## src/exec_pkg.sv

```systemverilog
package exec_pkg;

    // widths
    parameter int XLEN        = 32;
    parameter int REG_ADDR_W  = 5;
    parameter int SRAM_ADDR_W = 12;
    parameter int BR_ADDR_W   = 12;

    typedef enum logic [4:0] {
        OP_NOP,
        OP_ADD,
        OP_SUB,
        OP_SLT,
        OP_SLTU,
        OP_XOR,
        OP_OR,
        OP_AND,
        OP_SLL,
        OP_SRL,
        OP_SRA,
        OP_LUI,
        OP_AUIPC,
        OP_JAL,
        OP_JALR,
        OP_BEQ,
        OP_BNE,
        OP_BLT,
        OP_BGE,
        OP_BLTU,
        OP_BGEU,
        OP_LB,
        OP_LH,
        OP_LW,
        OP_LBU,
        OP_LHU,
        OP_SB,
        OP_SH,
        OP_SW
    } alu_op_e;

    // two address bits right above the sram word address
    typedef enum logic [1:0] {
        SRAM_IRAM = 2'b00,
        SRAM_ORAM = 2'b01,
        SRAM_WRAM = 2'b10,
        SRAM_NONE = 2'b11
    } sram_sel_e;

endpackage

```

## src/int_alu.sv

```systemverilog
`timescale 1ns/1ps

module int_alu #(
    parameter int XLEN = exec_pkg::XLEN
) (
    input  exec_pkg::alu_op_e op,
    input  logic [XLEN-1:0]   src1,
    input  logic [XLEN-1:0]   src2,
    input  logic [XLEN-1:0]   pc,
    output logic [XLEN-1:0]   result
);

    import exec_pkg::*;

    logic [4:0] shamt;
    logic       lt_signed;
    logic       lt_unsigned;

    assign shamt = src2[4:0];

    // two's complement compare
    assign lt_signed   = $signed(src1) < $signed(src2);
    assign lt_unsigned = src1 < src2;

    always_comb begin
        case (op)
            OP_ADD: begin
                result = src1 + src2;
            end
            OP_SUB: begin
                result = src1 - src2;
            end
            OP_SLT: begin
                result = {{(XLEN-1){1'b0}}, lt_signed};
            end
            OP_SLTU: begin
                result = {{(XLEN-1){1'b0}}, lt_unsigned};
            end
            OP_XOR: begin
                result = src1 ^ src2;
            end
            OP_OR: begin
                result = src1 | src2;
            end
            OP_AND: begin
                result = src1 & src2;
            end
            OP_SLL: begin
                result = src1 << shamt;
            end
            OP_SRL: begin
                result = src1 >> shamt;
            end
            OP_SRA: begin
                result = $unsigned($signed(src1) >>> shamt);
            end
            // upper immediate arrives already shifted in src2
            OP_LUI: begin
                result = src2;
            end
            OP_AUIPC: begin
                result = pc + src2;
            end
            // link value
            OP_JAL, OP_JALR: begin
                result = pc + XLEN'(4);
            end
            default: begin
                result = '0;
            end
        endcase
    end

endmodule

```

## src/branch_resolve.sv

```systemverilog
`timescale 1ns/1ps

module branch_resolve #(
    parameter int XLEN      = exec_pkg::XLEN,
    parameter int BR_ADDR_W = exec_pkg::BR_ADDR_W
) (
    input  logic                 clk,
    input  logic                 arst_n,
    input  logic                 accept,
    input  exec_pkg::alu_op_e    op,
    input  logic [XLEN-1:0]      src1,
    input  logic [XLEN-1:0]      src2,
    input  logic [XLEN-1:0]      imm,
    input  logic [XLEN-1:0]      pc,
    output logic                 br_vld,
    output logic [BR_ADDR_W-1:0] br_addr
);

    import exec_pkg::*;

    logic            cond;
    logic            jump;
    logic [XLEN-1:0] target;

    always_comb begin
        case (op)
            OP_BEQ:  cond = src1 == src2;
            OP_BNE:  cond = src1 != src2;
            OP_BLT:  cond = $signed(src1) < $signed(src2);
            OP_BGE:  cond = $signed(src1) >= $signed(src2);
            OP_BLTU: cond = src1 < src2;
            OP_BGEU: cond = src1 >= src2;
            default: cond = 1'b0;
        endcase
    end

    assign jump = (op == OP_JAL) || (op == OP_JALR);

    always_comb begin
        case (op)
            OP_JAL:  target = pc + src2;
            OP_JALR: target = src1 + src2;
            default: target = pc + imm;
        endcase
    end

    always_ff @(posedge clk or negedge arst_n) begin
        if (!arst_n) begin
            br_vld <= 1'b0;
        end else begin
            br_vld <= accept && (cond || jump);
        end
    end

    always_ff @(posedge clk) begin
        if (accept) begin
            br_addr <= target[BR_ADDR_W-1:0];
        end
    end

    // the redirect squashes the next accept, so it can't repeat
    a_br_single: assert property (@(posedge clk) disable iff (!arst_n) br_vld |=> !br_vld);

endmodule

```

## src/mem_addr_gen.sv

```systemverilog
`timescale 1ns/1ps

module mem_addr_gen #(
    parameter int XLEN        = exec_pkg::XLEN,
    parameter int SRAM_ADDR_W = exec_pkg::SRAM_ADDR_W
) (
    input  exec_pkg::alu_op_e      op,
    input  logic [XLEN-1:0]        src1,
    input  logic [XLEN-1:0]        src2,
    input  logic [XLEN-1:0]        imm,
    output logic [SRAM_ADDR_W-1:0] sram_addr,
    output exec_pkg::sram_sel_e    sram_sel,
    output logic                   is_load
);

    import exec_pkg::*;

    logic            is_store;
    logic [XLEN-1:0] addr;

    always_comb begin
        case (op)
            OP_LB, OP_LH, OP_LW, OP_LBU, OP_LHU: is_load = 1'b1;
            default: is_load = 1'b0;
        endcase
    end

    assign is_store = (op == OP_SB) || (op == OP_SH) || (op == OP_SW);

    // loads carry the offset in src2, stores in imm
    assign addr = is_load ? src1 + src2 : src1 + imm;

    always_comb begin
        if (is_load || is_store) begin
            sram_addr = addr[SRAM_ADDR_W-1:0];
            sram_sel  = sram_sel_e'(addr[SRAM_ADDR_W+1:SRAM_ADDR_W]);
        end else begin
            sram_addr = '0;
            sram_sel  = SRAM_NONE;
        end
    end

endmodule

```

## src/ex_lsu_reg.sv

```systemverilog
`timescale 1ns/1ps

module ex_lsu_reg #(
    parameter int XLEN        = exec_pkg::XLEN,
    parameter int SRAM_ADDR_W = exec_pkg::SRAM_ADDR_W
) (
    input  logic                            clk,
    input  logic                            arst_n,
    input  logic                            idu_vld,
    input  logic                            idu_wb_en,
    input  logic [exec_pkg::REG_ADDR_W-1:0] idu_wb_addr,
    input  exec_pkg::alu_op_e               op,
    input  logic [XLEN-1:0]                 src2,
    input  logic [XLEN-1:0]                 alu_result,
    input  logic [SRAM_ADDR_W-1:0]          sram_addr,
    input  exec_pkg::sram_sel_e             sram_sel,
    input  logic                            lsu_rdy,
    input  logic                            br_vld,
    output logic                            accept,
    output logic                            wb_vld,
    output logic                            lsu_vld,
    output logic                            lsu_wb_vld,
    output exec_pkg::alu_op_e               lsu_op,
    output logic [exec_pkg::REG_ADDR_W-1:0] lsu_wb_addr,
    output logic [XLEN-1:0]                 lsu_wb_data,
    output logic [XLEN-1:0]                 lsu_store_data,
    output logic [SRAM_ADDR_W-1:0]          lsu_sram_addr,
    output exec_pkg::sram_sel_e             lsu_sram_sel
);

    // instruction behind a redirect is dropped
    assign accept = idu_vld && lsu_rdy && !br_vld;
    assign wb_vld = accept && idu_wb_en;

    // slot only moves when the lsu takes the current item
    always_ff @(posedge clk or negedge arst_n) begin
        if (!arst_n) begin
            lsu_vld    <= 1'b0;
            lsu_wb_vld <= 1'b0;
        end else if (lsu_rdy) begin
            lsu_vld    <= accept;
            lsu_wb_vld <= accept && idu_wb_en;
        end
    end

    always_ff @(posedge clk) begin
        if (accept) begin
            lsu_op         <= op;
            lsu_wb_addr    <= idu_wb_addr;
            lsu_wb_data    <= alu_result;
            lsu_store_data <= src2;
            lsu_sram_addr  <= sram_addr;
            lsu_sram_sel   <= sram_sel;
        end
    end

    // stalled item stays put until the lsu takes it
    a_lsu_hold: assert property (
        @(posedge clk) disable iff (!arst_n)
        lsu_vld && !lsu_rdy |=> lsu_vld && $stable(lsu_wb_vld)
            && $stable({lsu_op, lsu_wb_addr, lsu_wb_data, lsu_store_data,
                        lsu_sram_addr, lsu_sram_sel})
    );

endmodule

```

## src/exec_stage.sv

```systemverilog
`timescale 1ns/1ps

module exec_stage #(
    parameter int XLEN        = exec_pkg::XLEN,
    parameter int SRAM_ADDR_W = exec_pkg::SRAM_ADDR_W,
    parameter int BR_ADDR_W   = exec_pkg::BR_ADDR_W
) (
    input  logic                            clk,
    input  logic                            arst_n,
    // decode side
    input  logic                            idu_vld,
    input  exec_pkg::alu_op_e               idu_op,
    input  logic [XLEN-1:0]                 idu_src1,
    input  logic [XLEN-1:0]                 idu_src2,
    input  logic [XLEN-1:0]                 idu_imm,
    input  logic [XLEN-1:0]                 idu_pc,
    input  logic                            idu_wb_en,
    input  logic [exec_pkg::REG_ADDR_W-1:0] idu_wb_addr,
    output logic                            idu_rdy,
    output logic                            idu_flush,
    output logic                            wb_vld,
    output logic [exec_pkg::REG_ADDR_W-1:0] wb_addr,
    output logic [XLEN-1:0]                 wb_data,
    output logic                            wb_is_load,
    // fetch redirect
    output logic                            ifu_br_vld,
    output logic [BR_ADDR_W-1:0]            ifu_br_addr,
    // load/store unit
    input  logic                            lsu_rdy,
    output logic                            lsu_vld,
    output logic                            lsu_wb_vld,
    output exec_pkg::alu_op_e               lsu_op,
    output logic [exec_pkg::REG_ADDR_W-1:0] lsu_wb_addr,
    output logic [XLEN-1:0]                 lsu_wb_data,
    output logic [XLEN-1:0]                 lsu_store_data,
    output logic [SRAM_ADDR_W-1:0]          lsu_sram_addr,
    output exec_pkg::sram_sel_e             lsu_sram_sel
);

    import exec_pkg::*;

    logic                   accept;
    logic [SRAM_ADDR_W-1:0] sram_addr;
    sram_sel_e              sram_sel;

    assign idu_rdy   = lsu_rdy;
    assign idu_flush = ifu_br_vld;
    assign wb_addr   = idu_wb_addr;

    int_alu #(.XLEN(XLEN)) i_int_alu (
        .op(idu_op), .src1(idu_src1), .src2(idu_src2), .pc(idu_pc), .result(wb_data)
    );

    branch_resolve #(.XLEN(XLEN), .BR_ADDR_W(BR_ADDR_W)) i_branch_resolve (
        .clk(clk), .arst_n(arst_n), .accept(accept), .op(idu_op),
        .src1(idu_src1), .src2(idu_src2), .imm(idu_imm), .pc(idu_pc),
        .br_vld(ifu_br_vld), .br_addr(ifu_br_addr)
    );

    mem_addr_gen #(.XLEN(XLEN), .SRAM_ADDR_W(SRAM_ADDR_W)) i_mem_addr_gen (
        .op(idu_op), .src1(idu_src1), .src2(idu_src2), .imm(idu_imm),
        .sram_addr(sram_addr), .sram_sel(sram_sel), .is_load(wb_is_load)
    );

    ex_lsu_reg #(.XLEN(XLEN), .SRAM_ADDR_W(SRAM_ADDR_W)) i_ex_lsu_reg (
        .clk(clk), .arst_n(arst_n), .idu_vld(idu_vld), .idu_wb_en(idu_wb_en),
        .idu_wb_addr(idu_wb_addr), .op(idu_op), .src2(idu_src2), .alu_result(wb_data),
        .sram_addr(sram_addr), .sram_sel(sram_sel), .lsu_rdy(lsu_rdy),
        .br_vld(ifu_br_vld), .accept(accept), .wb_vld(wb_vld), .lsu_vld(lsu_vld),
        .lsu_wb_vld(lsu_wb_vld), .lsu_op(lsu_op), .lsu_wb_addr(lsu_wb_addr),
        .lsu_wb_data(lsu_wb_data), .lsu_store_data(lsu_store_data),
        .lsu_sram_addr(lsu_sram_addr), .lsu_sram_sel(lsu_sram_sel)
    );

endmodule

```

## config.mk

```make
export PLATFORM = sky130hd
export DESIGN_NAME = exec_stage
export DESIGN_NICKNAME = d
export VERILOG_FILES = /design/src/exec_pkg.sv /design/src/int_alu.sv /design/src/branch_resolve.sv /design/src/mem_addr_gen.sv /design/src/ex_lsu_reg.sv /design/src/exec_stage.sv
export SDC_FILE = /design/constraint.sdc
export NUM_CORES = 1
export LEC_CHECK = 0
export ABC_AREA = 1
export CORE_ASPECT_RATIO = 1.2
export CORE_MARGIN = 4
export CORE_UTILIZATION = 25
export CTS_BUF_LIST = sky130_fd_sc_hd__clkbuf_4 sky130_fd_sc_hd__clkbuf_8
export CTS_CLUSTER_SIZE = 10
export DETAILED_ROUTE_END_ITERATION = 12
export DONT_BUFFER_PORTS = 1
export GPL_ROUTABILITY_DRIVEN = 0
export GPL_TIMING_DRIVEN = 1
export HOLD_SLACK_MARGIN = 0.05
export MAX_ROUTING_LAYER = met4
export PLACE_DENSITY_LB_ADDON = 0.3
export SLEW_MARGIN = 20
export SYNTH_ARGS = -nofsm -noshare
export SYNTH_HDL_FRONTEND = slang
export SYNTH_SLANG_ARGS = --single-unit
```

## constraint.sdc

```tcl
create_clock -name clk -period 6.7 [get_ports clk]
set_input_delay 1.005 -clock clk [delete_from_list [all_inputs] [get_ports clk]]
set_output_delay 1.005 -clock clk [all_outputs]
set_load 0.1 [all_outputs]
```

==> out/qor.txt <==
register-to-register setup slack - 4.01 ns
Layout area overhead - 6.10%
min cycle time layout - 5.21 ns
Pleak - 8.26 nW
post-route total power - 2.76 mW
first-pass GRT wire length - 130000 µm
RSZ-0062 raised after global routing - no
Post-CTS Hold Fix Bufs - 0
DR iter-0 viols - 2319
post-route ant nets - 0
routed len/inst - 24.4 µm
EDFF count, synth - 100
I/O pin cnt - 287
syn_area_per_cell - 6.05 µm²
Max FO, Critical Path - 68
clock latency at the later pin of the worst-skew pair - 0.49 ns
FILL cells - 7877
Final Skew - 0.0317 ns
Peak VDD IR - 0.000157 V
HPWL Detailed - 75700 µm
Synth Flop Type - edfxtp_1
Mapped Cells - 2879
Final Hold Fails - 0
Max transition margin - 22.9%
Clock Tree Buf Depth - 2
WHS - 0.185 ns
TNS Setup - 0 ns
Slew Viols, Final - 0
worst min path class - input port to asynchronous set/reset pin
syn nets - 3180
Sink Count - 103
Power per Cell Area - 149 nW/µm²
Die Span X - 249 µm
Syn Std Cell Area - 17400 µm²
total core area - 68700 µm²
root buf cell - clkbuf_8
DR pass1 iterations - 8
total grt overflow - 0
CTS-repair resized insts - 0
initial antenna violation count - 4
H-tree depth - 3
final worst-path cycle share - 77.7%
critical path type - input port to output port
Die H - 297 µm
clock slew at reported path FFs - 0.13 ns
ratio of cells with drive above 1 in the final layout - 5.17%
Vias - 20300
top cell type by total area after synthesis - nand2_1
WL final - 91300 µm
Nets - 3118
Critical Path Start Type - input port
ys async rst share - 2.91%
post-synth top area share - 17.6%
vias per cell - 5.44
run status - complete, no violations
global-route usage over all layers - 24.3%
Least-Margin Pin Slew - 1.15 ns
largest cells by area after synthesis - nand2_1 (18%), edfxtp_1 (17%), ha_1 (11%), nand3_1 (6.8%), o21ai_0 (6.7%)
largest net degree at the start of global routing - 87
post-CTS setup buffers - 0
IO buf count - 0
TritonCTS clock tree - built
WP data arrival - 4.20 ns
commonest non-fill, non-tap cell in the layout - nand2_1
initial core utilization - 25.4%
Die ar. - 74000 µm²
Setup crit end kind - output port
Setup violations, final - 0
Synth Register Bits - 103
Worst Path Required - 5.69 ns
most frequent cells in the layout - nand2_1 (817), inv_1 (293), nor2_1 (258)
YS warnings - 0
drt drc - 0
number of distinct library cells after synthesis - 61
sequential cell area fraction in the yosys report - 17.7%
number of buffers created by CTS - 9
row count - 105
number of global-route vias before repair - 18600
Max Freq - 0.192 GHz
Max Cap Viol - 0
[final cells by class]
cell class | count | area [µm²] | share of cell area [%]
multi-input combinational | 2348 | 12500 | 67.9
tap | 909 | 1140 | 6.15
sequential | 103 | 3080 | 16.7
antenna | 7 | 17.5 | 0.0948
inverter | 318 | 1200 | 6.49
clock buffer | 9 | 124 | 0.670
timing repair buffer | 37 | 278 | 1.50
clock inverter | 7 | 98.8 | 0.535
[cells in the mapped netlist (28+ instances only)]
| library cell | instances |
|---|---|
| a21oi_1 | 215 |
| nor3_1 | 53 |
| nand2_1 | 817 |
| o21ai_0 | 234 |
| xor2_1 | 30 |
| nand4_1 | 47 |
| nand3_1 | 236 |
| o211ai_1 | 41 |
| edfxtp_1 | 100 |
| nor2_1 | 260 |
| ha_1 | 153 |
| buf_2 | 46 |
| inv_1 | 294 |
| o22ai_1 | 28 |
[stage by stage]
step | util, % | cell area, µm² | setup WS, ns | std cells
2_1_floorplan | - | 17400 | 0.400 | 2879
3_3_place_gp | 26.5 | 18200 | 1.65 | 3715
3_5_place_dp | 26.5 | 18200 | 1.62 | 3715
4_1_cts | 26.9 | 18500 | 1.62 | 3731
5_1_grt | 26.9 | 18500 | 1.33 | 3734
6_report | 26.9 | 18500 | 1.49 | 3738
[critical path, stage by stage]
cell and delay [ns]:
inv_2 0.48, ha_1 0.38, nand3_1 0.08, nand2_1 0.13
a21oi_1 0.32, o21ai_1 0.23, nand2_1 0.13, nand2_1 0.14
nand2_1 0.12, nand2_1 0.05, nand2_1 0.05, nand3_1 0.08
nand2_1 0.14, inv_1 0.05, nand2_1 0.76
[kinds of logic (layout without fill, tap and decap cells)]
family | after synthesis | count (layout) | synth area share, %
compound gates | 659 | 659 | 21.7
xor+xnor | 36 | 36 | 1.81
fa+ha+maj | 158 | 158 | 11.6
buf+inv | 428 | 371 | 10.5
flops | 103 | 103 | 17.7
mux | 2 | 2 | 0.115
other cells | 0 | 7 | 0
simple gates | 1493 | 1493 | 36.7
[layer usage]
layer | wire length (µm) | share of wire, % | global-route usage [%] | vias to the layer above
met2 | 40800 | 45 | 37.9 | 1203
li1 | - | - | - | 9636
met5 | 0 | 0 | - | -
met1 | 35000 | 38 | 28.5 | 9205
met3 | 8030 | 8.8 | 4.59 | 289
met4 | 7530 | 8.3 | 16.0 | 0
[sequential cells by signal, indices dropped and copies added, names as in the netlist, 2 cells and up]
| signal | flops |
|---|---|
| i_ex_lsu_reg.lsu_store_data | 32 |
| i_ex_lsu_reg.lsu_wb_data | 32 |
| i_branch_resolve.br_addr | 12 |
| i_ex_lsu_reg.lsu_sram_addr | 12 |
| i_ex_lsu_reg.lsu_op | 5 |
| i_ex_lsu_reg.lsu_wb_addr | 5 |
| i_ex_lsu_reg.lsu_sram_sel | 2 |
[worst paths after layout]
path | endpoint | startpoint | cells after the start
worst max-delay path | wb_data[21] | idu_src2[1] | 15
worst min-delay path | i_branch_resolve.br_vld | arst_n | 0
worst max register to register | i_ex_lsu_reg.lsu_store_data[30] | i_branch_resolve.br_vld | 3
worst min register to register | i_ex_lsu_reg.lsu_vld | i_ex_lsu_reg.lsu_vld | 2
max in group asynchronous | i_branch_resolve.br_vld | arst_n | 0
min in group clk | i_ex_lsu_reg.lsu_wb_addr[2] | idu_wb_addr[2] | 0
[power by group]
group          switching (mW)  internal (mW)
logic                   0.981          0.342
clock network           0.266          0.183
registers               0.233          0.754
total                    1.48           1.28
No activity file was read; power rests on OpenSTA's default activity.
